### src/design/spm_split_pkg.sv
package spm_split_pkg;

  // --------------------------------------------------
  // Sizes
  // --------------------------------------------------
  localparam int unsigned NUM_PORTS      = 2;
  localparam int unsigned PORT_SEL_WIDTH = $clog2(NUM_PORTS);
  localparam int unsigned NUM_WAYS       = 4;
  localparam int unsigned ADDR_WIDTH     = 16;
  localparam int unsigned DATA_WIDTH     = 32;
  localparam int unsigned BE_WIDTH       = 4;
  localparam int unsigned BYTE_OFF_WIDTH = $clog2(BE_WIDTH);
  localparam int unsigned WAY_WORDS      = 256;
  localparam int unsigned WAY_IDX_WIDTH  = 8;
  localparam int unsigned WAY_SEL_WIDTH  = 2;

  // Anything outside both SPM ranges goes to the cache
  localparam int unsigned DSPM_BASE   = 32'h8000;
  localparam int unsigned DSPM_LENGTH = 32'h1000;
  localparam int unsigned ISPM_BASE   = 32'hA000;
  localparam int unsigned ISPM_LENGTH = 32'h1000;

  typedef enum logic [1:0] {
    DEST_CACHE,
    DEST_DSPM,
    DEST_ISPM
  } req_dest_t;

  typedef enum logic {
    ROUTE_IDLE,
    ROUTE_WAIT_RVALID
  } route_state_t;

  typedef struct packed {
    logic                  data_req;
    logic                  data_we;
    logic [ADDR_WIDTH-1:0] addr;
    logic [DATA_WIDTH-1:0] wdata;
    logic [BE_WIDTH-1:0]   be;
  } mem_req_t;

  typedef struct packed {
    logic                  data_gnt;
    logic                  data_rvalid;
    logic [DATA_WIDTH-1:0] rdata;
  } mem_rsp_t;

  function automatic req_dest_t decode_dest(input logic [ADDR_WIDTH-1:0] addr);
    if (addr >= DSPM_BASE && addr < DSPM_BASE + DSPM_LENGTH) return DEST_DSPM;
    if (addr >= ISPM_BASE && addr < ISPM_BASE + ISPM_LENGTH) return DEST_ISPM;
    return DEST_CACHE;
  endfunction

endpackage
### src/design/dspm_ctrl.sv
`timescale 1ns/1ns

module dspm_ctrl (
  input  logic                                                  clk_i,
  input  logic                                                  rst_n_i,
  input  logic [spm_split_pkg::NUM_WAYS-1:0]                    spm_ways_i,
  input  spm_split_pkg::mem_req_t [spm_split_pkg::NUM_PORTS-1:0] req_i,
  output spm_split_pkg::mem_rsp_t [spm_split_pkg::NUM_PORTS-1:0] rsp_o,
  output logic [spm_split_pkg::NUM_WAYS-1:0]                    ram_req_o,
  output logic                                                  ram_we_o,
  output logic [spm_split_pkg::WAY_IDX_WIDTH-1:0]               ram_addr_o,
  output logic [spm_split_pkg::DATA_WIDTH-1:0]                  ram_wdata_o,
  output logic [spm_split_pkg::BE_WIDTH-1:0]                    ram_be_o,
  input  logic [spm_split_pkg::NUM_WAYS-1:0][spm_split_pkg::DATA_WIDTH-1:0] ram_rdata_i
);

  logic [spm_split_pkg::PORT_SEL_WIDTH-1:0] sel_port, port_q;
  logic [spm_split_pkg::WAY_SEL_WIDTH-1:0]  sel_way, way_q;
  logic                                     any_req;
  logic                                     owned_q;
  logic                                     rvalid_q;
  spm_split_pkg::mem_req_t                  sel_req;

  // --------------------------------------------------
  // Port arbitration, fixed priority
  // --------------------------------------------------
  always_comb begin
    sel_port = '0;
    any_req  = 1'b0;
    for (int i = spm_split_pkg::NUM_PORTS - 1; i >= 0; i--) begin
      if (req_i[i].data_req) begin
        sel_port = i[spm_split_pkg::PORT_SEL_WIDTH-1:0];
        any_req  = 1'b1;
      end
    end
  end

  assign sel_req = req_i[sel_port];
  // Way select sits right above the word index
  assign sel_way = sel_req.addr[spm_split_pkg::BYTE_OFF_WIDTH + spm_split_pkg::WAY_IDX_WIDTH +:
                                spm_split_pkg::WAY_SEL_WIDTH];

  // Ways still owned by the cache never see a request
  always_comb begin
    ram_req_o          = '0;
    ram_req_o[sel_way] = any_req && spm_ways_i[sel_way];
  end

  assign ram_we_o    = sel_req.data_we;
  assign ram_addr_o  = sel_req.addr[spm_split_pkg::BYTE_OFF_WIDTH +: spm_split_pkg::WAY_IDX_WIDTH];
  assign ram_wdata_o = sel_req.wdata;
  assign ram_be_o    = sel_req.be;

  always_comb begin
    for (int i = 0; i < spm_split_pkg::NUM_PORTS; i++) begin
      rsp_o[i].data_gnt    = any_req && (sel_port == i);
      rsp_o[i].data_rvalid = rvalid_q && (port_q == i);
      rsp_o[i].rdata       = owned_q ? ram_rdata_i[way_q] : '0;
    end
  end

  // Remember who gets the read data next cycle
  always_ff @(posedge clk_i or negedge rst_n_i) begin
    if (!rst_n_i) begin
      rvalid_q <= 1'b0;
      port_q   <= '0;
      way_q    <= '0;
      owned_q  <= 1'b0;
    end else begin
      rvalid_q <= any_req && !sel_req.data_we;
      if (any_req) begin
        port_q  <= sel_port;
        way_q   <= sel_way;
        owned_q <= spm_ways_i[sel_way];
      end
    end
  end

endmodule

### config.mk
export PLATFORM = sky130hd
export DESIGN_NAME = dspm_ctrl
export DESIGN_NICKNAME = d
export VERILOG_FILES = /design/src/design/spm_split_pkg.sv /design/src/design/dspm_ctrl.sv
export SDC_FILE = /design/constraint.sdc
export NUM_CORES = 1
export LEC_CHECK = 0
export BUFFER_PORTS_ARGS = -buffer_cell sky130_fd_sc_hd__clkbuf_2
export CELL_PAD_IN_SITES_DETAIL_PLACEMENT = 2
export CELL_PAD_IN_SITES_GLOBAL_PLACEMENT = 2
export CORE_AREA = 2 2 141 143
export DETAILED_ROUTE_END_ITERATION = 6
export DIE_AREA = 0 0 143 145
export PLACE_DENSITY = 0.87
export RECOVER_POWER = 25
export SLEW_MARGIN = 10
export SYNTH_ARGS = -nofsm -noshare
export SYNTH_HDL_FRONTEND = slang
export SYNTH_SLANG_ARGS = --single-unit
### constraint.sdc
create_clock -name clk_i -period 3.9 [get_ports clk_i]
set_input_delay 0.39 -clock clk_i [delete_from_list [all_inputs] [get_ports clk_i]]
set_output_delay 0.39 -clock clk_i [all_outputs]
set_load 0.02 [all_outputs]
# ---- Word level (Yosys, flattened, before mapping)
# Index checks and enable logic that the tools add are counted.
dict set report totals {
  wordCells 31
  output_inout_bits 117
  reg_bits 5
  in_bits 242
}
dict set report classes {
  bitwise_logic 3
  reduce_logical 8
  muxes 12
  magnitude_cmp 4
}
# cell count
set op_table {}
lappend op_table {{$mux W53} 2}
lappend op_table {{$bmux W32 S2} 1}
lappend op_table {{$mux W32} 2}
lappend op_table {{$logic_and A1 B1 Y1} 7}
lappend op_table {{$lt A2 B3 Y1 const B} 2}
lappend op_table {{$mux W1} 5}
lappend op_table {{$and A4 B4 Y4} 1}
lappend op_table {{$bmux W1 S2} 1}
lappend op_table {{$demux W1 S2} 1}
lappend op_table {{$ge A2 B1 Y1 const B} 1}
lappend op_table {{$lt A1 B2 Y1 const B} 1}
lappend op_table {{$not A1 Y1} 2}
lappend op_table {{$logic_not A1 Y1} 1}

# ---- Depth between registers and ports, before layout
dict set report logic_depth {
  word_depth 9
  mapped_depth 8
  mapped_depth_nobuf 5
}

# ---- Least setup slack after synthesis
# Ideal clock, no wire load.
dict set report synth_path {
  kind {register to output}
  from {register way_q[0] in the netlist's numbering}
  to {output port rsp_o[34] in the netlist's numbering}
  t_arrival_ps 1502
  path_stages_with_launch 6
  n_path_buf 3
  path_slack_ps 2008
  required_time_ps 3510
  cell_sequence {dfrtp_1 > buf_6 > buf_12 > mux4_2 > and2_1 > buf_4}
}
# item line
set synth_lines {}
lappend synth_lines {{start: declaration} dspm_ctrl.sv:18} ;# logic [spm_split_pkg::WAY_SEL_WIDTH-1:0] sel_way, way_q;
lappend synth_lines {{start signal: assignment} dspm_ctrl.sv:73} ;# way_q <= sel_way;
lappend synth_lines {{end: declaration} dspm_ctrl.sv:8} ;# output spm_split_pkg::mem_rsp_t [spm_split_pkg::NUM_PORTS-1:0] rsp_o,

==> metrics.json <==
{
  "cells_and_area": {
    "final_nets": 831,
    "n_antenna_cell": 0,
    "area.growth.synth_to_final_pct": 56.6,
    "share_of_final_layout_standard_cells_stronger_than_drive_strength_1_pct": 61.9
  },
  "synth": {
    "postSynth.asyncResetShare_pct": 100,
    "postSynthCellCount": 332,
    "synthMuxAreaShare_pct": 30.9,
    "ys_warn_count": 0,
    "synth_edf_count": 0,
    "synth_compound_gate_area_share_pct": 2.45,
    "synth_top_area_share_pct": 26.1,
    "synth_cell_type_count": 26,
    "synth.cell_area_sq_mm": 0.00250,
    "ys_dominant_reg_cell": "sky130_fd_sc_hd__dfrtp_1",
    "synthDominantAreaCellType": "sky130_fd_sc_hd__mux4_2",
    "ys_seq_area_share_pct": 5.00,
    "synth_simple_gate_area_share_pct": 31.8,
    "postSynthRegisterBits": 5,
    "count_leader_synth": "sky130_fd_sc_hd__nand2_1",
    "ys_top_cells_by_count": "sky130_fd_sc_hd__nand2_1, sky130_fd_sc_hd__buf_4, sky130_fd_sc_hd__and2_1",
    "dominant_combinational_cell_family_by_area_after_synthesis": "simple AND/OR/NAND/NOR gates",
    "synth.area.top_cells": "sky130_fd_sc_hd__mux4_2, sky130_fd_sc_hd__buf_4, sky130_fd_sc_hd__nand2_1",
    "synth-adder-area-share_pct": 0,
    "synth_area_per_cell_sq_um": 7.54,
    "area_share_of_xor_xnor_cells_in_the_synthesized_design_pct": 0,
    "syn-num-nets": 574
  },
  "sta": {
    "skew_ps": 0,
    "grt_setup_unrepaired": "false",
    "worstMarginPinSlew_ps": 1230,
    "finalSetupTns_ps": 0,
    "fin_crit_sh_pct": 71.1,
    "final-hold-violation-count": 0,
    "period_minus_slack_ps": 2770,
    "final-setup-viol-count": 0,
    "relSlewSlack_pct": 18.3,
    "slew_violations": 0,
    "max_freq_mhz": 360
  },
  "clocking": {
    "cts_root_buf": "sky130_fd_sc_hd__clkbuf_16",
    "tritoncts": "yes",
    "clock_buffer_count_from_cts": 3,
    "clk_latency_ps": 230,
    "htree_levels": 1,
    "clk_pin_slew_ps": 30,
    "max_clock_buf_depth": 2,
    "clock_sinks": 5
  },
  "job": {
    "maxCapViolations": 0
  },
  "drt": {
    "drcViolationCount": 0,
    "routed-via-count": 3299,
    "drt-wirelength-per-cell_microns": 15.5,
    "drtIter0Drc": 54,
    "postRouteAntennaNets": 0,
    "postRouteWirelength_microns": 13200,
    "dr.pass1.iters": 4,
    "via_per_inst": 3.87
  },
  "power": {
    "power_uw": 970,
    "power.static_leakage_uw": 0.00228,
    "vdd_ir_drop_max_v": 0.0000902,
    "p_per_area_mw_per_mm2": 247
  },
  "critical_path": {
    "cp.arrival_ps": 2380,
    "path_max_fanout": 28,
    "crit_buf_inv": 2,
    "critPathSlowestCell": "sky130_fd_sc_hd__dfrtp_1",
    "cp-end-kind": "output port",
    "peak_per_stage_delay_on_the_critical_path_ps": 1130,
    "regToRegStartpoint": "way_q[1]$_DFFE_PN0P_",
    "kind_of_start_point_of_the_critical_path": "flip-flop",
    "worstSetupPathType": "reg -> out",
    "crit_chain": "clkbuf_1, mux4_2, and2_1, clkbuf_2",
    "crit_family": "flip-flops",
    "critical_path_required_ps": 3510,
    "worstSetupStartpoint": "way_q[1]$_DFFE_PN0P_"
  },
  "floorplan": {
    "die_boundary_width_microns": 143,
    "initial_core_utilization_pct": 13.0,
    "floorplan.die.height_microns": 145,
    "std_cell_rows": 51,
    "ioPinCount": 359,
    "fp.dieArea_sq_mm": 0.0207,
    "fp.coreArea_sq_mm": 0.0192
  },
  "grt": {
    "grt_pass1_vias": 3628,
    "grt_start_max_net_pins": 50,
    "grt_overflow": 0,
    "wire_length_of_the_first_global_routing_pass_microns": 19200,
    "number_of_antenna_violations_at_the_first_check_in_global_routing": 0,
    "grt_usage_pct": 11.8
  },
  "placement": {
    "gpl.final_weighted_congestion": 0.709,
    "port_buffer_cells": 346,
    "dp.final_hpwl_microns": 11800
  },
  "worst_hold_path": {
    "worstHoldPathType": "in -> reg",
    "hold_start": "req_i[106]"
  },
  "outcome": {
    "status": "finished, final reports clean"
  }
}
-- placed cells by master, fill, tap and decap left out --
master                          count
sky130_fd_sc_hd__a211oi_1           2
sky130_fd_sc_hd__a21oi_1            1
sky130_fd_sc_hd__a22oi_1            1
sky130_fd_sc_hd__and2_1            33
sky130_fd_sc_hd__buf_12             1
sky130_fd_sc_hd__buf_4              2
sky130_fd_sc_hd__clkbuf_1          23
sky130_fd_sc_hd__clkbuf_16          3
sky130_fd_sc_hd__clkbuf_2         325
sky130_fd_sc_hd__dfrtp_1            4
sky130_fd_sc_hd__dfrtp_2            1
sky130_fd_sc_hd__dlygate4sd3_1      1
sky130_fd_sc_hd__inv_1              1
sky130_fd_sc_hd__inv_4              1
sky130_fd_sc_hd__mux2i_1            2
sky130_fd_sc_hd__mux2i_4            1
sky130_fd_sc_hd__mux4_1             3
sky130_fd_sc_hd__mux4_2            29
sky130_fd_sc_hd__nand2_1          140
sky130_fd_sc_hd__nand2b_1           1
sky130_fd_sc_hd__nand2b_4           1
sky130_fd_sc_hd__nor2_1             5
sky130_fd_sc_hd__nor2b_1            2
sky130_fd_sc_hd__nor3_1             1
sky130_fd_sc_hd__o21ai_0            1
sky130_fd_sc_hd__o22a_1             1
sky130_fd_sc_hd__o22ai_1            1
sky130_fd_sc_hd__o31a_1             1
-- state kept, by name (all words and copies together), names as in the netlist --
signal,count
owned_q,1
way_q,2
rvalid_q,1
port_q,1
-- worst reg2reg max path, cell delays in order (launching register included) --
cell and delay, ps:
sky130_fd_sc_hd__dfrtp_1 1130, sky130_fd_sc_hd__clkbuf_1 330, sky130_fd_sc_hd__mux2i_1 110, sky130_fd_sc_hd__o21ai_0 150
-- per-layer routing --
layer	wire length [microns]	global-route usage [%]	vias to the layer above	share of wire [%]
met5	0	0	-	0
met4	180	2.87	0	1.4
met3	1360	2.84	8	10
met2	7470	24.7	212	56
met1	4210	11.0	1551	32
li1	-	-	1528	-
-- where the power goes --
group	total [uW]	internal (uW)	switching (uW)	leakage [uW]
combinational	705	304	401	0.00218
sequential	93.9	56.6	37.3	0.0000585
clock	171	136	35.1	0.0000382
-- cell families (layout without fill, tap and decap cells) --
kind of cell	after synthesis	count (layout)
flip-flops	5	5
buffers and inverters	101	357
AND/OR/NAND/NOR	183	183
AO/OA/AOI/OAI	8	8
multiplexers	35	35
-- repair_timing --
action	in CTS	in global routing
endpoints found under the setup margin	0	0
setup buffers	0	0
endpoints found under the hold margin	5	0
gates resized for setup	0	0
hold buffers	1	0
-- path summary, 6_finish.rpt --
kind	end	slack, ps	cells past startpoint
max in group asynchronous	way_q[0]$_DFFE_PN0P_	3080	2
setup / recovery	rsp_o[0]	1130	4
min in group asynchronous	way_q[1]$_DFFE_PN0P_	580	2
setup reg to reg	way_q[1]$_DFFE_PN0P_	2100	3
hold / removal	rvalid_q$_DFF_PN0_	400	2
hold reg to reg	port_q$_DFFE_PN0P_	520	2
-- stage by stage --
| stage | setup WS (ps) | std cells | utilization (%) | instance area (sq um) | hold WS, ps |
|---|---|---|---|---|---|
| floorplan | 2010 | 332 | - | 2500 | 94.4 |
| global placement | 1410 | 848 | 20.2 | 3870 | 218 |
| detailed placement | 1360 | 848 | 20.2 | 3870 | 218 |
| CTS | 1120 | 853 | 20.6 | 3960 | 414 |
| global route | 972 | 853 | 20.4 | 3920 | 431 |
| finish | 1130 | 853 | 20.4 | 3920 | 396 |
-- layout make-up --
class,instances,area [sq um]
tap,265,332
inverter,2,10.0
multi-input combinational,226,1620
clock buffer,4,78.8
timing repair buffer,351,1750
fill,2358,15300
sequential,5,126
Power figures use the tool's default switching activity.
