--- src/design/spm_split_pkg.sv ---
package spm_split_pkg;

  // --------------------------------------------------
  // Sizes
  // --------------------------------------------------
  localparam int unsigned NUM_PORTS      = 2;
  localparam int unsigned PORT_SEL_WIDTH = $clog2(NUM_PORTS);
  localparam int unsigned NUM_WAYS       = 4;
  localparam int unsigned ADDR_WIDTH     = 16;
  localparam int unsigned DATA_WIDTH     = 32;
  localparam int unsigned BE_WIDTH       = 4;
  localparam int unsigned BYTE_OFF_WIDTH = $clog2(BE_WIDTH);
  localparam int unsigned WAY_WORDS      = 256;
  localparam int unsigned WAY_IDX_WIDTH  = 8;
  localparam int unsigned WAY_SEL_WIDTH  = 2;

  // Anything outside both SPM ranges goes to the cache
  localparam int unsigned DSPM_BASE   = 32'h8000;
  localparam int unsigned DSPM_LENGTH = 32'h1000;
  localparam int unsigned ISPM_BASE   = 32'hA000;
  localparam int unsigned ISPM_LENGTH = 32'h1000;

  typedef enum logic [1:0] {
    DEST_CACHE,
    DEST_DSPM,
    DEST_ISPM
  } req_dest_t;

  typedef enum logic {
    ROUTE_IDLE,
    ROUTE_WAIT_RVALID
  } route_state_t;

  typedef struct packed {
    logic                  data_req;
    logic                  data_we;
    logic [ADDR_WIDTH-1:0] addr;
    logic [DATA_WIDTH-1:0] wdata;
    logic [BE_WIDTH-1:0]   be;
  } mem_req_t;

  typedef struct packed {
    logic                  data_gnt;
    logic                  data_rvalid;
    logic [DATA_WIDTH-1:0] rdata;
  } mem_rsp_t;

  function automatic req_dest_t decode_dest(input logic [ADDR_WIDTH-1:0] addr);
    if (addr >= DSPM_BASE && addr < DSPM_BASE + DSPM_LENGTH) return DEST_DSPM;
    if (addr >= ISPM_BASE && addr < ISPM_BASE + ISPM_LENGTH) return DEST_ISPM;
    return DEST_CACHE;
  endfunction

endpackage
--- src/design/ext_port_arbiter.sv ---
`timescale 1ns/1ns

module ext_port_arbiter (
  input  logic                                                  clk_i,
  input  logic                                                  rst_n_i,
  input  spm_split_pkg::mem_req_t [spm_split_pkg::NUM_PORTS-1:0] req_i,
  output spm_split_pkg::mem_rsp_t [spm_split_pkg::NUM_PORTS-1:0] rsp_o,
  output spm_split_pkg::mem_req_t                               ext_req_o,
  input  spm_split_pkg::mem_rsp_t                               ext_rsp_i
);

  logic [spm_split_pkg::PORT_SEL_WIDTH-1:0] next_port;
  logic [spm_split_pkg::PORT_SEL_WIDTH-1:0] cur_port;
  logic [spm_split_pkg::PORT_SEL_WIDTH-1:0] owner_q;
  logic                                     owner_valid_q;
  logic                                     lock;
  logic                                     release_owner;

  // Lowest index wins, so scan downwards and keep the last hit
  always_comb begin
    next_port = '0;
    for (int i = spm_split_pkg::NUM_PORTS - 1; i >= 0; i--) begin
      if (req_i[i].data_req) next_port = i[spm_split_pkg::PORT_SEL_WIDTH-1:0];
    end
  end

  assign cur_port  = owner_valid_q ? owner_q : next_port;
  assign ext_req_o = req_i[cur_port];

  always_comb begin
    for (int i = 0; i < spm_split_pkg::NUM_PORTS; i++) begin
      rsp_o[i] = ext_rsp_i;
      if (cur_port != i) begin
        rsp_o[i].data_gnt    = 1'b0;
        rsp_o[i].data_rvalid = 1'b0;
      end
    end
  end

  // A granted read holds the port until its data is back
  assign lock          = !owner_valid_q && ext_req_o.data_req && ext_rsp_i.data_gnt &&
                         !ext_req_o.data_we;
  assign release_owner = owner_valid_q && ext_rsp_i.data_rvalid;

  always_ff @(posedge clk_i or negedge rst_n_i) begin
    if (!rst_n_i) begin
      owner_valid_q <= 1'b0;
      owner_q       <= '0;
    end else if (lock) begin
      owner_valid_q <= 1'b1;
      owner_q       <= next_port;
    end else if (release_owner) begin
      owner_valid_q <= 1'b0;
    end
  end

endmodule

--- config.mk ---
export PLATFORM = sky130hd
export DESIGN_NAME = ext_port_arbiter
export DESIGN_NICKNAME = d
export VERILOG_FILES = /design/src/design/spm_split_pkg.sv /design/src/design/ext_port_arbiter.sv
export SDC_FILE = /design/constraint.sdc
export NUM_CORES = 1
export LEC_CHECK = 0
export BUFFER_PORTS_ARGS = -buffer_cell sky130_fd_sc_hd__buf_4
export CAP_MARGIN = 40
export CORE_AREA = 5 5 99 101
export DETAILED_ROUTE_END_ITERATION = 6
export DIE_AREA = 0 0 104 106
export GPL_TIMING_DRIVEN = 0
export PLACE_DENSITY = 0.54
export REMOVE_ABC_BUFFERS = 1
export SLEW_MARGIN = 5
export SYNTH_ARGS = -nofsm -noshare
export SYNTH_HDL_FRONTEND = slang
export SYNTH_SLANG_ARGS = --single-unit
--- constraint.sdc ---
create_clock -name clk_i -period 1.8 [get_ports clk_i]
set_clock_uncertainty 0.15 [all_clocks]
set_input_delay 0 -clock clk_i [delete_from_list [all_inputs] [get_ports clk_i]]
set_output_delay 0 -clock clk_i [all_outputs]
set_load 0.01 [all_outputs]
**Word-level counts from Yosys, hierarchy flattened**

Cells that the tools add are included.

- Output and inout port bits: 122
- Flip-flop bits (word level): 2

- Magnitude comparators: 1
- Multiplexer cells: 9
- Reduce and logical (&&, ||, !) cells: 7

Operators with widths:

| cell | count |
|---|---|
| 54-bit two-way mux | 2 |
| 1-bit two-way mux | 5 |
| 1-bit logical AND | 4 |
| 2-bit two-way mux | 2 |
| 1-bit logical NOT | 2 |
| 1-bit by 2-bit < comparator with 1-bit output, second input constant | 1 |
| 2-bit nonzero test | 1 |

**Depth between registers and ports, before layout**

Gate-level depths: netlist of the first run.

- Depth in word-level cells: 9
- Depth in mapped cells: 5
- Mapped depth without buffers: 3

**Worst setup path before layout of the first run**

OpenSTA, ideal clock, no wires.

- Kind: flip-flop to output port
- Start: register owner_valid_q
- End: output port ext_req_o[10] in the netlist's numbering
- Data arrival time: 1.520 ns
- Buffers on the path: 2
- Cell stages (with the launch flop): 6
- Slack: 0.130 ns
- Path through: dfrtp_1 -> or3b_1 -> buf_6 -> nand2_8 -> buf_6 -> mux2_1

RTL lines:

| item | line | text |
|---|---|---|
| start, declared | ext_port_arbiter.sv:15 | `logic owner_valid_q;` |
| start signal, assigned | ext_port_arbiter.sv:47 | `owner_valid_q <= 1'b0;` |
| start signal, assigned | ext_port_arbiter.sv:50 | `owner_valid_q <= 1'b1;` |
| start signal, assigned | ext_port_arbiter.sv:53 | `owner_valid_q <= 1'b0;` |
| end, declared | ext_port_arbiter.sv:8 | `output spm_split_pkg::mem_req_t ext_req_o,` |

==> results.toml, run 1 <==
[run_status]
status = "finished with violations"
violations = "setup timing"

[grt]
grt_pass1_wl_mm = 15.2
antenna_found_initial = 0
grt_max_degree = 9
grt_use_total_pct = 18.9
grt_overflow = 0
grt_pass1_vias = 2090

[cts]
cts_num_sinks = 2
cts_root_buffer = "clkbuf_8"
cts_inserted_buffers = 3
htreeDepth = 1
clkLatencyLatePin_ns = 0.21
cts_tree = "done"
clockBufferDepth = 2
clk_pin_slew_ns = 0.03

[final_layout]
syn_to_final_growth_pct = 147
layout_commonest_cell = "buf_4"
antenna_cells = 0
fillers = 889
final_cell_mix = "buf_4, buf_6, mux2_4"
fin_area_um2 = 3280
drive_gt1_share_pct = 82.7
nets = 447

[drt]
drc = 0
via_per_inst = 4.35
postRouteAntennaNets = 0
dr.pass1.iters = 4
wl_per_cell_um = 27.0
via_count = 1791
drt-initial-drc-count = 40
routed_wirelength_mm = 11.1

[worst_setup_path]
crit_type = "flip-flop to output pin"
cp-start-kind = "flip-flop"
r2r_cells = 3
arrival_ns = 1.83
crit_top_cell = "buf_6"
slowest_delay_ns = 0.45
rrSetupSlack_ns = 0.13
critical_path.top_delay_family = "simple AND/OR/NAND/NOR gates"
cp_num_buf_inv = 2
cp_max_fo = 7
crit_chain = "or3b_4 > buf_6 > nand2_8 > mux2_4 > buf_6"
slowest_stage = "or3b_4"
cp.depth = 5
crit_path_end_kind = "output pin"
required_ns = 1.65

[logic_synthesis]
synth-seq-cells = 2
synth_top_area_share_pct = 44.2
synth.area.top_cells = "mux2_1, buf_4, buf_6, dfrtp_1, nand2_8"
synth_cell_types = 19
synth_largest_area_cell = "mux2_1"
synth_cells = 144
synth.avg_cell_area_um2 = 9.21
syn_area_um2 = 1330
yosys_warnings = 0
ys_seq_area_share_pct = 3.77

[sta]
worst_slew_pin_slew_ns = 0.487
grt_setup_unrepaired = "yes"
drv_slew = 0
setup_violations = 52
fin_ws_ns = -0.175
fmax_ghz = 0.506
finalCritPeriodShare_pct = 110
min_period_ns = 1.98
finalSetupTns_ns = -5.82
slew_headroom_pct = 67.4
hold_viol_final = 0

[place]
port_buffers = 169
globalplace.congestion = 0.789
placed_cell_area_um2 = 2190
hpwl_mm = 7.71

[worst_hold_path]
min_path_cells = 4
hold_path_class = "primary input to flip-flop"

[pwr]
ir_worst_vdd_mv = 0.220
power.density_nw_per_um2 = 602
p_leak_nw = 1.66

[die]
fp.coreArea_um2 = 8930
io_pins = 266
dieArea_um2 = 11000
die_height_um = 106
start_util_pct = 14.8
rows = 35
fp.dieW_um = 104

[flow_run]
drv_cap = 0
==> tightest hold or removal path, cell delays in order <==
cell and delay [ns]:
buf_4 0.08, inv_1 0.07, a21oi_4 0.15, o22ai_2 0.09
==> cells in the mapped netlist, drive strengths merged <==
cell type / number
a2111o: 1
a21oi: 3
a31o: 1
a41oi: 1
and2: 1
and3: 1
buf: 70
dfrtp: 2
inv: 3
mux2: 52
mux2i: 1
nand2: 2
nor2: 2
o21ai: 1
o22ai: 1
o31ai: 1
or3b: 1
==> flip-flops by register name, summed over array words and instances (netlist names) <==
name	flops
owner_valid_q	1
owner_q	1
==> path summary, 6_finish.rpt <==
check                              start             to
min                           req_i[106]  owner_valid_q
max                        owner_valid_q  ext_req_o[34]
min reg2reg                      owner_q        owner_q
min in group asynchronous        rst_n_i        owner_q
max in group asynchronous        rst_n_i  owner_valid_q
max reg2reg                owner_valid_q  owner_valid_q
==> power breakdown <==
part	switching [mW]	internal (mW)	leakage, nW
Clock	0.0394	0.142	0.0216
Sequential	0.0130	0.0539	0.0210
Combinational	0.718	1.01	1.62
==> kinds of logic (layout without fill, tap and decap cells) <==
family          count (synthesis)  after routing  share of synthesized area [%]
flops                           2              2                           3.77
compound gates                  9              9                           5.19
mux                            53             53                           44.9
simple gates                    7             14                           3.96
buf+inv                        73            223                           42.2
==> per-layer routing <==
metal  vias to the layer above  global-route usage (%)  wire length, um
met1                       863                    20.5             3950
met3                        18                    4.43              861
met4                         0                    7.31              441
met2                       146                    35.1             5880
met5                         -                       0                0
li1                        764                       -                -
==> metrics by stage <==
step | power, mW | hold WS, ns | utilization [%] | instances | setup slack [ns]
3_5_place_dp | 1.01 | -0.367 | 24.5 | 354 | -0.269
3_3_place_gp | 1.01 | -0.368 | 24.5 | 354 | -0.262
4_1_cts | 1.96 | 0.0336 | 36.5 | 412 | -0.175
5_1_grt | 2.07 | 0.0703 | 36.7 | 412 | -0.215
6_report | 1.97 | 0.0697 | 36.7 | 412 | -0.175
2_1_floorplan | 0.475 | -0.446 | - | 74 | 0.0267
==> layout make-up <==
type	count	area [um^2]	share of cell area, %
repair buffers	217	1960	59.8
well taps	111	139	4.23
inverters	3	11.3	0.343
clock buffers	3	41.3	1.26
flip-flops and latches	2	52.6	1.60
multi-input cells	76	1080	32.8
==> timing repair <==
action	4_1_cts	5_1_grt
pin swaps	5	4
setup endpoints to repair	55	55
gates cloned	7	0
hold endpoints to repair	68	0
hold buffers	37	0
gates resized for setup	124	4
buffers inserted	13	0
Note: power is estimated with default switching activity, not from simulation.
==> run 2: changes to the inputs <==
--- a/config.mk
+++ b/config.mk
@@ -7,11 +7,11 @@
 export LEC_CHECK = 0
 export BUFFER_PORTS_ARGS = -buffer_cell sky130_fd_sc_hd__buf_4
 export CAP_MARGIN = 40
-export CORE_AREA = 5 5 99 101
+export CORE_AREA = 5 5 100 102
 export DETAILED_ROUTE_END_ITERATION = 6
-export DIE_AREA = 0 0 104 106
+export DIE_AREA = 0 0 105 107
 export GPL_TIMING_DRIVEN = 0
-export PLACE_DENSITY = 0.54
+export PLACE_DENSITY = 0.55
 export REMOVE_ABC_BUFFERS = 1
 export SLEW_MARGIN = 5
 export SYNTH_ARGS = -nofsm -noshare
==> constraint.sdc (replaced) <==
create_clock -name clk_i -period 1.73 [get_ports clk_i]
set_clock_uncertainty 0.15 [all_clocks]
set_input_delay 0 -clock clk_i [delete_from_list [all_inputs] [get_ports clk_i]]
set_output_delay 0 -clock clk_i [all_outputs]
set_load 0.01 [all_outputs]
==> run 2 against run 1 <==
  * Register-to-register slack got worse by 0.17 ns
  * Via count decreased by 3.6%
  * Die area increased by 1.9%
  * Final area decreased by 1.8%
  * Non-clock buffer count decreased by 5
  * Clock power about the same
  * The run still ends with setup timing left
  * Clock-buffer cell count unchanged
  * Critical endpoint is now ext_req_o[17]
  * Total power increased by 0.71%
  * Critical path depth unchanged
  * Largest power group unchanged
  * Sequential power increased by 2%
  * Core utilization decreased by 1.0 points
==> results.toml, run 2 (synthesis results as in run 1) <==
[run_status]
status = "finished with violations"
violations = "setup timing"

[cts]
cts_inserted_buffers = 3
cts_root_buffer = "clkbuf_8"
cts_tree = "done"
htreeDepth = 1
clockBufferDepth = 2
clkLatencyLatePin_ns = 0.21
cts_num_sinks = 2
clk_pin_slew_ns = 0.03

[drt]
dr.pass1.iters = 4
wl_per_cell_um = 25.2
drc = 0
drt-initial-drc-count = 22
postRouteAntennaNets = 0
via_count = 1727
routed_wirelength_mm = 10.2
via_per_inst = 4.24

[worst_hold_path]
min_path_cells = 4
min_to = "owner_valid_q"
hold_path_class = "primary input to flip-flop"
hp-start = "req_i[106]"

[flow_run]
drv_cap = 0

[pwr]
combPwrFrac_pct = 87.5
power.density_nw_per_um2 = 617
clkPwrFrac_pct = 9.1
power_frac_seq_pct = 3.4
power.internal_mw = 1.21
switching_share_pct = 39.0
p_leak_nw = 1.64
ir_worst_vdd_mv = 0.287
switchingPower_mw = 0.775

[worst_setup_path]
cp_max_fo = 7
crit_type = "flip-flop to output pin"
arrival_ns = 1.82
required_ns = 1.58
rrSetupSlack_ns = -0.04
cp-start-kind = "flip-flop"
regToRegStartpoint = "owner_valid_q"
crit_path_end_kind = "output pin"
r2r-end = "owner_valid_q"
r2r_cells = 5

[die]
die_height_um = 107
io_pins = 266
fp.dieW_um = 105
start_util_pct = 14.7
dieArea_um2 = 11200
rows = 35
fp.coreArea_um2 = 9020

[place]
globalplace.congestion = 0.804
preCtsSetupSlack_ns = -0.337
placed_cell_area_um2 = 2190
hpwl_mm = 7.13
port_buffers = 169

[sta]
grt_setup_unrepaired = "yes"
setup_violations = 58
min_period_ns = 1.97
fmax_ghz = 0.507
fin_ws_ns = -0.241
drv_slew = 0
worst_slew_pin_slew_ns = 0.487
hold_viol_final = 0
slew_headroom_pct = 67.4
finalCritPeriodShare_pct = 114

[final_layout]
fillers = 896
drive_gt1_share_pct = 82.8
layout_commonest_cell = "buf_4"
reg_top3 = "owner_q x1, owner_valid_q x1"
antenna_cells = 0
nets = 442
final_cell_mix = "buf_4, buf_6, mux2_4"
syn_to_final_growth_pct = 143
fin_area_um2 = 3220
seq_area_um2 = 51.3
multi_input_area_um2 = 1070

[grt]
grt_max_degree = 13
grt_pass1_vias = 2005
grt_overflow = 0
antenna_found_initial = 0
grt_pass1_wl_mm = 13.9
grt_use_total_pct = 16.9
-- run 2: power groups by stage --
stage	Combinational, mW	Sequential (mW)	Clock, mW
finish	1.74	0.0683	0.181
global route	1.84	0.0686	0.191
CTS	1.76	0.0669	0.189
detailed placement	1.00	0.0648	0
global placement	0.999	0.0642	0
floorplan	0.432	0.0626	0
-- run 2: worst max path at each step --
stage,depth (start not counted),endpoint,startpoint
6_report,5,ext_req_o[17],owner_valid_q
5_1_grt,5,ext_req_o[9],owner_valid_q
4_1_cts,5,ext_req_o[17],owner_valid_q
3_5_place_dp,4,ext_req_o[40],owner_valid_q
3_3_place_gp,4,ext_req_o[40],owner_valid_q
2_1_floorplan,3,ext_req_o[0],owner_valid_q
-- run 2: final cells by class --
class                           instances  area share [%]
Timing Repair Buffer                  212            59.3
Tap cell                              111            4.31
Sequential cell                         2            1.59
Clock buffer                            3            1.28
Multi-Input combinational cell         76            33.1
Inverter                                3           0.350
-- run 2: metal layers --
layer  GRT usage (%)  vias to the layer above  share of wire (%)
met3            6.20                        8                 11
met4            3.38                        0                1.7
met1            20.9                      819                 40
li1                -                      750                  -
met2            28.1                      150                 47
met5               0                        -                  0
-- run 2: timing repair --
action	CTS	global route
gates cloned	7	0
hold endpoints to repair	68	0
pin swaps	5	0
buffers inserted	6	0
hold buffers	37	0
resized for setup	120	2
endpoints found under the setup margin	56	58
-- run 2: critical path, stage by stage (launching register included) --
cell and delay (ns):
dfrtp_2 0.43, or3b_4 0.41, buf_12 0.18, nand2_8 0.14, mux2_4 0.32, buf_6 0.12
-- run 2: stage by stage --
stage                     instances  total power [mW]  TNS (ns)  util (%)  hold slack [ns]
after global placement          354              1.06    -15.06      24.2           -0.365
after detailed placement        354              1.07    -15.68      24.2           -0.367
after global routing            407              2.10    -14.62      35.7           0.0550
final                           407              1.99    -12.27      35.7           0.0310
after floorplan                  74             0.495     -2.25         -           -0.446
after CTS                       407              2.01    -13.14      35.7           0.0204
