### src/design/spm_split_pkg.sv
package spm_split_pkg;

  // --------------------------------------------------
  // Sizes
  // --------------------------------------------------
  localparam int unsigned NUM_PORTS      = 2;
  localparam int unsigned PORT_SEL_WIDTH = $clog2(NUM_PORTS);
  localparam int unsigned NUM_WAYS       = 4;
  localparam int unsigned ADDR_WIDTH     = 16;
  localparam int unsigned DATA_WIDTH     = 32;
  localparam int unsigned BE_WIDTH       = 4;
  localparam int unsigned BYTE_OFF_WIDTH = $clog2(BE_WIDTH);
  localparam int unsigned WAY_WORDS      = 256;
  localparam int unsigned WAY_IDX_WIDTH  = 8;
  localparam int unsigned WAY_SEL_WIDTH  = 2;

  // Anything outside both SPM ranges goes to the cache
  localparam int unsigned DSPM_BASE   = 32'h8000;
  localparam int unsigned DSPM_LENGTH = 32'h1000;
  localparam int unsigned ISPM_BASE   = 32'hA000;
  localparam int unsigned ISPM_LENGTH = 32'h1000;

  typedef enum logic [1:0] {
    DEST_CACHE,
    DEST_DSPM,
    DEST_ISPM
  } req_dest_t;

  typedef enum logic {
    ROUTE_IDLE,
    ROUTE_WAIT_RVALID
  } route_state_t;

  typedef struct packed {
    logic                  data_req;
    logic                  data_we;
    logic [ADDR_WIDTH-1:0] addr;
    logic [DATA_WIDTH-1:0] wdata;
    logic [BE_WIDTH-1:0]   be;
  } mem_req_t;

  typedef struct packed {
    logic                  data_gnt;
    logic                  data_rvalid;
    logic [DATA_WIDTH-1:0] rdata;
  } mem_rsp_t;

  function automatic req_dest_t decode_dest(input logic [ADDR_WIDTH-1:0] addr);
    if (addr >= DSPM_BASE && addr < DSPM_BASE + DSPM_LENGTH) return DEST_DSPM;
    if (addr >= ISPM_BASE && addr < ISPM_BASE + ISPM_LENGTH) return DEST_ISPM;
    return DEST_CACHE;
  endfunction

endpackage
### src/design/port_router.sv
`timescale 1ns/1ns

module port_router (
  input  logic                   clk_i,
  input  logic                   rst_n_i,
  input  logic                   stall_i,
  input  spm_split_pkg::mem_req_t req_i,
  output spm_split_pkg::mem_rsp_t rsp_o,
  output spm_split_pkg::mem_req_t dspm_req_o,
  output spm_split_pkg::mem_req_t ispm_req_o,
  output spm_split_pkg::mem_req_t cache_req_o,
  input  spm_split_pkg::mem_rsp_t dspm_rsp_i,
  input  spm_split_pkg::mem_rsp_t ispm_rsp_i,
  input  spm_split_pkg::mem_rsp_t cache_rsp_i
);

  spm_split_pkg::route_state_t state_d, state_q;
  spm_split_pkg::req_dest_t    dest_d, dest_q;
  spm_split_pkg::req_dest_t    new_dest;
  spm_split_pkg::req_dest_t    sel_dest;
  spm_split_pkg::mem_rsp_t     dest_rsp;
  logic                        fwd;

  assign new_dest = spm_split_pkg::decode_dest(req_i.addr);

  // --------------------------------------------------
  // Request steering
  // --------------------------------------------------
  always_comb begin
    // Idle decodes live, a pending read listens to the recorded target
    sel_dest = (state_q == spm_split_pkg::ROUTE_IDLE) ? new_dest : dest_q;
    fwd      = (state_q == spm_split_pkg::ROUTE_IDLE) && req_i.data_req && !stall_i;

    // All targets see the payload, only one may see the strobe
    dspm_req_o           = req_i;
    dspm_req_o.data_req  = 1'b0;
    ispm_req_o           = req_i;
    ispm_req_o.data_req  = 1'b0;
    cache_req_o          = req_i;
    cache_req_o.data_req = 1'b0;

    unique case (sel_dest)
      spm_split_pkg::DEST_DSPM: begin
        dspm_req_o.data_req = fwd;
        dest_rsp            = dspm_rsp_i;
      end
      spm_split_pkg::DEST_ISPM: begin
        ispm_req_o.data_req = fwd;
        dest_rsp            = ispm_rsp_i;
      end
      default: begin
        cache_req_o.data_req = fwd;
        dest_rsp             = cache_rsp_i;
      end
    endcase
  end

  // Grants only for a forwarded request, rvalid only while a read is pending
  assign rsp_o.data_gnt    = fwd && dest_rsp.data_gnt;
  assign rsp_o.data_rvalid = (state_q == spm_split_pkg::ROUTE_WAIT_RVALID) &&
                             dest_rsp.data_rvalid;
  assign rsp_o.rdata       = dest_rsp.rdata;

  // --------------------------------------------------
  // Read tracking FSM
  // --------------------------------------------------
  always_comb begin
    state_d = state_q;
    dest_d  = dest_q;
    unique case (state_q)
      spm_split_pkg::ROUTE_IDLE: begin
        if (rsp_o.data_gnt && !req_i.data_we) begin
          state_d = spm_split_pkg::ROUTE_WAIT_RVALID;
          dest_d  = new_dest;
        end
      end
      spm_split_pkg::ROUTE_WAIT_RVALID: begin
        if (dest_rsp.data_rvalid) state_d = spm_split_pkg::ROUTE_IDLE;
      end
      default: state_d = spm_split_pkg::ROUTE_IDLE;
    endcase
  end

  always_ff @(posedge clk_i or negedge rst_n_i) begin
    if (!rst_n_i) begin
      state_q <= spm_split_pkg::ROUTE_IDLE;
      dest_q  <= spm_split_pkg::DEST_CACHE;
    end else begin
      state_q <= state_d;
      dest_q  <= dest_d;
    end
  end

endmodule

### config.mk
export PLATFORM = sky130hd
export DESIGN_NAME = port_router
export DESIGN_NICKNAME = d
export VERILOG_FILES = /design/src/design/spm_split_pkg.sv /design/src/design/port_router.sv
export SDC_FILE = /design/constraint.sdc
export NUM_CORES = 1
export LEC_CHECK = 0
export ABC_CLOCK_PERIOD_IN_PS = 1800
export BUFFER_PORTS_ARGS = -buffer_cell sky130_fd_sc_hd__buf_2
export CAP_MARGIN = 20
export CORE_AREA = 2 2 139 141
export DETAILED_ROUTE_END_ITERATION = 10
export DIE_AREA = 0 0 141 143
export PLACE_DENSITY = 0.42
export SLEW_MARGIN = 15
export SYNTH_ARGS = -nofsm -noshare
export SYNTH_HDL_FRONTEND = slang
export SYNTH_SLANG_ARGS = --single-unit
export TNS_END_PERCENT = 5
### constraint.sdc
create_clock -name clk_i -period 1.8 [get_ports clk_i]
set_input_delay 0.18 -clock clk_i [delete_from_list [all_inputs] [get_ports clk_i]]
set_output_delay 0.18 -clock clk_i [all_outputs]
set_load 0.02 [all_outputs]
== Yosys cells after proc, flatten, opt, wreduce, memory -nomap -nowiden ==
Cells that the tools add are included.

* Word-level logic and storage cells: 35
* Output and inout bits: 196
* Register bits after elaboration: 3

* Magnitude comparators: 4
* Reductions and logical operators: 11
* Bitwise operators: 1
* Eq/ne operators: 2
* Mux-type cells: 15

{| class="wikitable"
|+ Operator list
! operator !! count
|-
| 34-bit one-hot mux with 2 select lines || 1
|-
| 16-bit >= comparator, second input constant || 2
|-
| 16-bit less-than comparator, second input constant || 2
|-
| 2-bit two-way mux || 5
|-
| 1-bit two-way mux || 8
|-
| 1-bit logical AND || 7
|-
| 2-bit by 1-bit equality test with 1-bit output, second input constant || 1
|-
| 2-bit equality test, second input constant || 1
|-
| 1-bit zero test || 2
|-
| 1-bit one-hot mux with 2 select lines || 1
|-
| 2-bit AND reduction || 1
|-
| 2-bit OR reduction || 1
|-
| 1-bit inverter || 1
|}

== Logic depth before layout (Yosys ltp) ==
Gate-level depths: netlist (run 1).

* Depth after elaboration: 13
* Depth in mapped cells: 8
* Mapped depth without buffers: 7

== Worst setup path before layout (run 1) ==
Ideal clock, no wire load.

* Path type: flip-flop to output port
* From: register state_q
* To: output port rsp_o[0] (netlist name)
* Cell stages (with the launch flop): 9
* Slack: -0.310 ns
* Data arrival time: 1.930 ns
* Required time: 1.620 ns
* Buffers on the path: 3
* Cell sequence: dfrtp_1 -> buf_6 -> nand2_1 -> o21a_1 -> ha_1 -> clkbuf_1 -> clkbuf_1 -> a22oi_1 -> o21ai_0

{| class="wikitable"
|+ RTL lines
! item !! RTL line !! text
|-
| from (decl) || port_router.sv:17 || <nowiki>spm_split_pkg::route_state_t state_d, state_q;</nowiki>
|-
| from (signal assigned) || port_router.sv:86 || <nowiki>state_q <= spm_split_pkg::ROUTE_IDLE;</nowiki>
|-
| from (signal assigned) || port_router.sv:89 || <nowiki>state_q <= state_d;</nowiki>
|-
| to (decl) || port_router.sv:8 || <nowiki>output spm_split_pkg::mem_rsp_t rsp_o,</nowiki>
|}

==> run metrics, run 1 <==
IO Port Bufs about 160; Ant. Diodes 0; die width between 100 and 150 um; clock net sink count 3; yosys warns 0; Simple-Gate Fraction of Synth Area around a tenth; post-synth net total around 460; Filler cells 2122; Die Y approximately 140 um; CP Capture Type primary output; r2r startpoint state_q; # DRC 0; wire per inst between 10 and 15 um; reg2reg path depth 6; Syn Inst Count between 300 and 400; count of cell types in the netlist 24; power per cell area ~650 nW/um2; top-area cell type share of the netlist area between 50% and 60%; Area after DPL between 2000 and 2500 um2; Peak VDD IR between 0.0002 and 0.00025 V; row cnt 50; Worst-Skew Late Latency around 0.22 ns; RSZ-0062 raised after global routing true; most frequent cells after synthesis buf_4 (159), o21ai_0 (35), nand2_1 (34); DRT iter0 DRCs 19; failing checks setup timing; first-pass GRT wire length 10870 um; Reg2Reg Setup Slack 0.01 ns; CTS Buffer Depth 2; top cells by area, synth buf_4 (58%), a22oi_1 (12%), o21ai_0 (8.4%), nand2_1 (6.2%), dfrtp_1 (3.6%); routed wire length 7496 um; critical path, cell by cell o21a_1 -> ha_2 -> buf_12 -> buf_4 -> a22oi_1 -> o21ai_4 -> buf_4; RePlAce Congestion 0.6950; worst min path class primary input to async pin; io pins 355; Tmin final around 2.0 ns; max_slew headroom ~80%; storage element area 76.32 um2; die area a little over 20000 um2; initial antenna violation count 1; area of the multi-input gates 1195 um2; most common cell in the netlist buf_4; Final Max Slew Viols 0; Final TNS setup -5.365 ns; reg2reg end dest_q[1]; Max Cap Viol 0; Mean Syn Cell Area ~7 um2; pin count of the biggest net entering global routing 25; Pre-antenna DRT Iters 4; FMAX 0.4984 GHz; register bit count reported by yosys 3; H-Tree Depth 1; post-synth top area cell buf_4; vias per cell ~3.4; Setup WS post-layout -0.2066 ns; core area about 19000 um2; Final Cycle Share 111.5%; Layout Utilization 15.90%; main combinational cell family by area after synthesis buffers and inverters; most frequent CP cell buf_4; xor and xnor area share after synthesis 0%; combined area of all synthesized cells a little over 2000 um2; layout cells sized above 1 83.75%; Synth Area in Compound Gates between 20% and 30%; post-synthesis mux area share less than 1%; startpoint class of the critical path flop; grt ovf 0; number of global-route vias before repair about 2000; Crit Path Max Fanout 7; Post-Synth Adder-Cell Area ~1.2%; CTS tree done; worst path required time ~1.6 ns; Lkg Pwr ~1.3 nW; Seq/Total Area, Yosys between 3 and 4%; Synth Flop Type dfrtp_1; slowest cell delay on critical path roughly 0.45 ns; CTS Root Buffer Type clkbuf_16; worst slack at placement -0.2609 ns; Worst Tran Pin Value 0.3311 ns; final net count 482; crit path DAT roughly 1.8 ns; design area 2954 um2; Async SR Flop Fraction 100.0%; status complete, but fails checks; # setup viols final 35; Antenna Nets Post-Route 0; Final Hold Fails 0; Worst Skew 0.0003715 ns; initial core utilization around 11%; CTS clk-pin slew, worst paths around 0.03 ns; critical setup path kind flop to primary output; detailed placement HPWL between 6000 and 7000 um; gr usage total 6.972%; WHS around 0.29 ns; CP max-delay cell dfrtp_2; number of flops mapped to enable cells by yosys 0; Via Count 1911; synthesis-to-layout area growth 42.40%; CTS buffer count 3
==> cell families after synthesis <==
family                   after synthesis
buffers and inverters                178
AO/OA/AOI/OAI                         72
AND/OR/NAND/NOR                       46
flip-flops                             3
multiplexers                           2
adder cells (fa/ha/maj)                2
==> worst max-delay path: cells and delay by family (launching register included) <==
family,cells,cell delay [ns]
adder cells (fa/ha/maj),1,0.19
AO/OA/AOI/OAI,3,0.51
flip-flops,1,0.45
buffers and inverters,3,0.45
==> sequential cells by signal (all words and copies together), names as in the netlist <==
name     count
dest_q       2
state_q      1
==> worst max-delay path by stage <==
| stage | startpoint | endpoint | slack [ns] |
|---|---|---|---|
| 2_1_floorplan | state_q | rsp_o[10] | -0.07 |
| 3_3_place_gp | req_i[48] | rsp_o[8] | -0.25 |
| 3_5_place_dp | req_i[48] | rsp_o[8] | -0.26 |
| 4_1_cts | state_q | rsp_o[1] | -0.23 |
| 5_1_grt | state_q | rsp_o[32] | -0.28 |
| 6_report | state_q | rsp_o[23] | -0.21 |
==> layout make-up <==
type | count | share of cell area (%)
repair buffers | 188 | 44.01
inverters | 3 | 0.3812
flip-flops and latches | 3 | 2.584
multi-input cells | 122 | 40.45
well taps | 234 | 9.911
clock buffers | 4 | 2.668
==> layer usage <==
metal / track usage, % / up-vias / routed length [um]
li1: - / 890 / -
met1: 6.684 / 821 / 2451
met2: 12.81 / 145 / 3751
met3: 1.643 / 55 / 711
met4: 5.579 / 0 / 581
met5: 0 / - / 0
==> stage by stage <==
stage,total power [W],std cells
detailed placement,0.001292,545
global route,0.002063,554
global placement,0.001292,545
floorplan,0.001314,303
CTS,0.001921,554
finish,0.001930,554
==> cell usage in the layout, fill, tap and decap left out, types with 8 or more instances in the layout <==
cell type and n:
buf_2 130, o21ai_2 14, o21ai_4 20, nand2_2 10, buf_6 19, buf_12 8, buf_4 28, a22oi_2 24
a22oi_1 8, nand2_1 24
==> where the power goes <==
part,internal [W],switching (W)
clock,0.000292,0.0000606
combinational,0.000696,0.000772
sequential,0.0000889,0.0000202
==> what timing repair did <==
action,in CTS,in global routing
hold buffers,1,0
setup buffers,3,0
endpoints found under the hold margin,3,0
pin swaps,5,6
cloned,1,0
gates resized for setup,81,26
setup endpoints to repair,39,39
(Power assumes the default switching activity.)
==> run 2: changes to the inputs <==
--- a/config.mk
+++ b/config.mk
@@ -5,13 +5,12 @@
 export SDC_FILE = /design/constraint.sdc
 export NUM_CORES = 1
 export LEC_CHECK = 0
-export ABC_CLOCK_PERIOD_IN_PS = 1800
+export ABC_CLOCK_PERIOD_IN_PS = 2300
 export BUFFER_PORTS_ARGS = -buffer_cell sky130_fd_sc_hd__buf_2
 export CAP_MARGIN = 20
-export CORE_AREA = 2 2 139 141
+export CORE_AREA = 2 2 138 140
 export DETAILED_ROUTE_END_ITERATION = 10
-export DIE_AREA = 0 0 141 143
-export PLACE_DENSITY = 0.42
+export DIE_AREA = 0 0 140 142
 export SLEW_MARGIN = 15
 export SYNTH_ARGS = -nofsm -noshare
 export SYNTH_HDL_FRONTEND = slang
==> constraint.sdc (replaced) <==
create_clock -name clk_i -period 2.3 [get_ports clk_i]
set_input_delay 0.23 -clock clk_i [delete_from_list [all_inputs] [get_ports clk_i]]
set_output_delay 0.23 -clock clk_i [all_outputs]
set_load 0.02 [all_outputs]
==> run metrics, run 2 (synthesis results as in run 1) <==
Pint 0.0005859 W (-46%); Worst Tran Pin Value 0.3335 ns (+0.002406 ns); synthesis-to-layout area growth 3.438%; worst min path class primary input to async pin; grt ovf 0 (unchanged); max_slew headroom 77.60% (-0.16 points); CTS Root Buffer Type clkbuf_16; Worst Skew 0.001752 ns (+0.001380 ns); RePlAce Congestion 0.7383 (+6.2%); Peak VDD IR 0.0002212 V (-0.15%); pin count of the biggest net entering global routing 59 (+140%); RSZ-0062 raised after global routing false; critical setup path kind flop to primary output; CTS buffer count 3 (unchanged); Crit Path Max Fanout 32 (+25); die area 19880 um2 (-1.4%); most common cell after layout, fill and taps aside buf_2; final net count 466 (-3.3%); die width 140 um (-0.71%); first-pass GRT wire length 9556 um (-12%); FMAX 0.4568 GHz; placed cell count 532 (-2.4%); WHS 0.3262 ns (+0.04019 ns); Final Non-Filler Cells 538 (-2.9%); clock power share 25.5% (+7.2 points); layout cells sized above 1 59.54% (-24 points); initial core utilization 11.24% (+0.076 points); Lkg Pwr 1.055 nW (-18%); reg2reg end dest_q[0]; CP Capture Type primary output; storage element area 76.32 um2 (unchanged); # DRC 25 (+25); top flop regs dest_q (2), state_q (1); Final Max Slew Viols 0 (unchanged); number of global-route vias before repair 1705 (-15%); Reg2Reg Setup Slack 0.37 ns (+0.36 ns); CTS tree done; failing checks DRC; power per cell area 508.8 nW/um2 (-22%); Worst-Skew Late Latency 0.22 ns (about the same); max FFs per register 2 (unchanged); Final Hold Fails 0 (unchanged); part of the power in registers 7.9% (+2.2 points); initial antenna violation count 0 (-1); routed wire length 7490 um (about the same); combinational power share 66.6% (-9.5 points); Post-CTS Setup Bufs 0 (-3); Final Cycle Share between 90% and 100%; Biggest register dest_q; worst path required time 2.07 ns (+0.45 ns); detailed placement HPWL 6008 um (about the same); row cnt 50 (unchanged); crit path DAT 1.96 ns (+0.13 ns); startpoint class of the critical path flop; CTS Buffer Depth 2 (unchanged); Psw 0.0005060 W (-41%); Net Sw Frac 46.34% (+2.2 points); area of the multi-input gates 743.2 um2 (-38%); Via Count 1881 (-1.6%); status complete, but fails checks; Ant. Diodes 0 (unchanged); wire per inst 13.92 um (+2.9%); r2r startpoint state_q; clock net sink count 3 (unchanged); reg2reg path depth 7 (+1); Filler cells 2142 (+0.94%); most frequent cells in the layout buf_2 (162), nand2_1 (34), a22oi_1 (32), o21ai_0 (32), buf_4 (5); Tmin final around 2.2 ns; DRT iter0 DRCs 76 (+57); Max Cap Viol 0 (unchanged); H-Tree Depth 1 (unchanged); gr usage total 6.225% (-0.75 points); Antenna Nets Post-Route 0 (unchanged); # setup viols final 0 (-100%); Die Y 142 um (-0.70%); Worst setup startpoint state_q; core area 18460 um2 (-0.67%); vias per cell 3.496 (+1.4%); IO Port Bufs 162 (unchanged); io pins 355 (unchanged); CTS clk-pin slew, worst paths 0.03 ns (about the same); Pre-antenna DRT Iters 7 (+3)
-- run 2: cell types whose count changed in the layout (fill, tap and decap cells not counted), sizes merged --
cell	change
buf	-17
clkbuf	+1
-- run 2: worst max-delay path by stage --
| stage | to | slack, ns |
|---|---|---|
| 6_report | rsp_o[25] | 0.11 |
| 3_5_place_dp | rsp_o[29] | -0.06 |
| 3_3_place_gp | rsp_o[29] | -0.07 |
| 5_1_grt | rsp_o[29] | 0.01 |
| 2_1_floorplan | rsp_o[0] | 0.14 |
| 4_1_cts | rsp_o[25] | 0.007 |
-- run 2: what timing repair did --
action	in CTS	in global routing
gates cloned	0	1
gates resized for setup	2	4
endpoints found under the hold margin	3	0
hold buffers	1	0
endpoints found under the setup margin	3	23
-- run 2: routing by layer --
metal / share of wire, % / GRT usage, % / vias up
met5: 0 / 0 / -
met4: 6.0 / 5.529 / 0
met3: 10 / 1.413 / 48
met2: 49 / 10.58 / 194
met1: 35 / 6.492 / 787
li1: - / - / 852
-- run 2: cell type report --
class	instances	share of cell area, %
Timing Repair Buffer	172	43.96
Multi-Input combinational cell	122	34.64
Tap cell	234	13.64
Clock buffer	4	3.673
Sequential cell	3	3.557
Inverter	3	0.5248
-- run 2: critical path: stages (launching register included) --
cell,delay (ns)
dfrtp_2,0.46
nand2_1,0.12
o21a_1,0.18
ha_4,0.16
buf_12,0.18
a22oi_1,0.11
buf_4,0.13
o21ai_0,0.17
buf_2,0.20
-- run 2: through the flow --
step	TNS, ns	area, um2	power, W	utilization, %	setup slack (ns)
after detailed placement	-0.06062	2018	0.0007846	10.94	-0.06062
after global placement	-0.07095	2018	0.0007765	10.94	-0.07095
final	0	2146	0.001092	11.63	0.1108
after global routing	0	2146	0.001167	11.63	0.01367
after floorplan	0	2074	0.0008455	-	0.1400
after CTS	0	2108	0.001070	11.42	0.006700
-- run 2: power groups by stage --
stage / clock network (W) / registers (W) / logic, W
after global routing: 0.000282 / 0.0000885 / 0.000796
after detailed placement: 0 / 0.0000848 / 0.000700
after global placement: 0 / 0.0000847 / 0.000692
after CTS: 0.000281 / 0.0000854 / 0.000703
final: 0.000278 / 0.0000861 / 0.000727
after floorplan: 0 / 0.0000752 / 0.000770
==> run 3: changes to the inputs <==
--- a/config.mk
+++ b/config.mk
@@ -8,9 +8,12 @@
 export ABC_CLOCK_PERIOD_IN_PS = 2300
 export BUFFER_PORTS_ARGS = -buffer_cell sky130_fd_sc_hd__buf_2
 export CAP_MARGIN = 20
-export CORE_AREA = 2 2 138 140
+export CORE_AREA = 2 2 139 141
+export CTS_BUF_LIST = sky130_fd_sc_hd__clkbuf_4
 export DETAILED_ROUTE_END_ITERATION = 10
-export DIE_AREA = 0 0 140 142
+export DIE_AREA = 0 0 141 143
+export PLACE_DENSITY = 0.37
+export RECOVER_POWER = 100
 export SLEW_MARGIN = 15
 export SYNTH_ARGS = -nofsm -noshare
 export SYNTH_HDL_FRONTEND = slang
==> run metrics, run 3 (synthesis results as in run 1) <==
status complete, no violations; synthesis-to-layout area growth 0.3018%; routed wire length 6639 um (-11%); Final Hold Fails 0 (unchanged); Biggest register dest_q; worst min path class primary input to async pin; final net count 469 (+0.64%); CTS Buffer Depth 2 (unchanged); top flop regs dest_q (2), state_q (1); Die Y 143 um (+0.70%); startpoint class of the critical path flop; max FFs per register 2 (unchanged); Psw 0.0004439 W (-12%); detailed placement HPWL 5717 um (-4.8%); worst path required time 2.07 ns (about the same); crit path DAT 1.90 ns (-0.06 ns); most frequent cells in the layout buf_2 (121), nand2_1 (34), a22oi_1 (32), o21ai_0 (32), clkbuf_2 (24); Final TNS setup 0 ns (unchanged); slowest cell delay on critical path 0.43 ns (-0.03 ns); RSZ-0062 raised after global routing false; Via Count 1779 (-5.4%); Filler cells 2175 (+1.5%); # DRC 0 (-100%); r2r startpoint state_q; area of the multi-input gates 732.0 um2 (-1.5%); CTS clk-pin slew, worst paths 0.04 ns (about the same); layout cells sized above 1 53.75% (-5.8 points); Worst-Skew Late Latency 0.23 ns (about the same); DRT iter0 DRCs 58 (-24%); max_slew headroom 65.22% (-12 points); Pint 0.0004263 W (-27%); pin count of the biggest net entering global routing 27 (-54%); critical path, cell by cell o21a_1 -> ha_1 -> buf_12 -> a221o_1 -> o21ai_1 -> nor2b_1 -> buf_2; metal3 WL 705 um (-6.4%); grt ovf 0 (unchanged); Worst Tran Pin Value 0.5175 ns (+0.1840 ns); Final Max Slew Viols 0 (unchanged); H-Tree Depth 1 (unchanged); first-pass GRT wire length 9163 um (-4.1%); gr usage total 5.797% (-0.43 points); part of the power in registers 9.4% (+1.5 points); CP Capture Type primary output; row cnt 50 (unchanged); FMAX 0.4696 GHz (+2.8%); Net Sw Frac 51.01% (+4.7 points); critical setup path kind flop to primary output; Crit Path Max Fanout 14 (-56%); power per cell area 418.2 nW/um2 (-18%); combinational power share 79.1% (+13 points); Peak VDD IR 0.0001092 V (-51%); die area 20160 um2 (+1.4%); vias per cell 3.282 (-6.1%); met2 routed WL 3336 um (-9.2%); Lkg Pwr 0.9957 nW (-5.6%); CP max-delay cell dfrtp_2; io pins 355 (unchanged); die width 141 um (+0.71%); Final Non-Filler Cells 542 (+0.74%); CTS tree done; clock power share 11.6% (-14 points); CTS buffer count 3 (unchanged); Final Cycle Share 92.59% (-2.6 points); RePlAce Congestion 0.7378 (about the same); wire per inst 12.25 um (-12%); M1 WL 2155 um (-18%); Antenna Nets Post-Route 0 (unchanged); initial core utilization 11.16% (-0.076 points); # setup viols final 0 (unchanged); Max Cap Viol 0 (unchanged); CTS Root Buffer Type clkbuf_4; clock net sink count 3 (unchanged); initial antenna violation count 1 (+1); Pre-antenna DRT Iters 4 (-3); Max Used Layer met4; core area 18580 um2 (+0.68%); placed cell count 534 (+0.38%); IO Port Bufs 162 (unchanged); Tmin final 2.130 ns (-0.05963 ns); most common cell after layout, fill and taps aside buf_2; Worst setup startpoint state_q; Worst Skew 0.003455 ns (+0.001703 ns); storage element area 76.32 um2 (unchanged); number of global-route vias before repair 1693 (-0.70%)
## run 3: cell count changes in the layout (fill, tap and decap cells not counted), moves of 4 or more
cell	delta
buf_2	-41
clkbuf_4	+4
clkbuf_1	+18
clkbuf_16	-4
clkbuf_2	+24
## run 3: routing by layer
metal  vias to the layer above  GRT usage [%]
met5                         -              0
met4                         0          4.263
met3                        70          1.844
met2                       121          11.14
met1                       729          5.027
li1                        859              -
## run 3: stage by stage
stage / hold WS, ns / cell area, um2 / power, W / utilization [%] / worst slack [ns]
floorplan: -0.06559 / 2074 / 0.0008455 / - / 0.1400
global placement: 0.04198 / 2031 / 0.0007792 / 10.93 / -0.009559
detailed placement: 0.04659 / 2031 / 0.0007726 / 10.93 / 0.005240
CTS: 0.3341 / 2071 / 0.0008807 / 11.14 / 0.0006746
global route: 0.3725 / 2081 / 0.0009556 / 11.20 / 0.01529
finish: 0.3609 / 2081 / 0.0008703 / 11.20 / 0.1704
## run 3: power by group through the flow
stage	clock, W	combinational (W)	sequential, W
final	0.000101	0.000688	0.0000815
after CTS	0.000106	0.000694	0.0000808
after detailed placement	0	0.000691	0.0000812
after global routing	0.000111	0.000761	0.0000841
after global placement	0	0.000697	0.0000819
after floorplan	0	0.000770	0.0000752
## run 3: worst paths after layout
kind                              to  slack [ns]  depth (start not counted)
min in group clk_i         dest_q[1]        0.37                          3
hold reg to reg            dest_q[1]        0.51                          2
max in group asynchronous    state_q        1.74                          2
setup / recovery           rsp_o[32]        0.17                          7
setup reg to reg           dest_q[0]        0.38                          6
hold / removal             dest_q[1]        0.36                          2
## run 3: what timing repair did
item | CTS | global route
endpoints found under the setup margin | 0 | 18
hold buffers | 1 | 0
gates resized for setup | 0 | 7
endpoints found under the hold margin | 3 | 0
buffers inserted | 0 | 2
## run 3: cell type report
class                      count  area share (%)
inverter                       3          0.5412
sequential                     3           3.668
antenna                        1          0.1203
clock buffer                   4           1.443
timing repair buffer         175           44.98
multi-input combinational    122           35.18
tap                          234           14.07
## run 3: worst max-delay path: cells and delay by family, from the launching register on
| family | cells | cell delay [ns] |
|---|---|---|
| compound gates | 3 | 0.63 |
| fa+ha+maj | 1 | 0.21 |
| buf+inv | 2 | 0.32 |
| flops | 1 | 0.43 |
| simple gates | 1 | 0.08 |
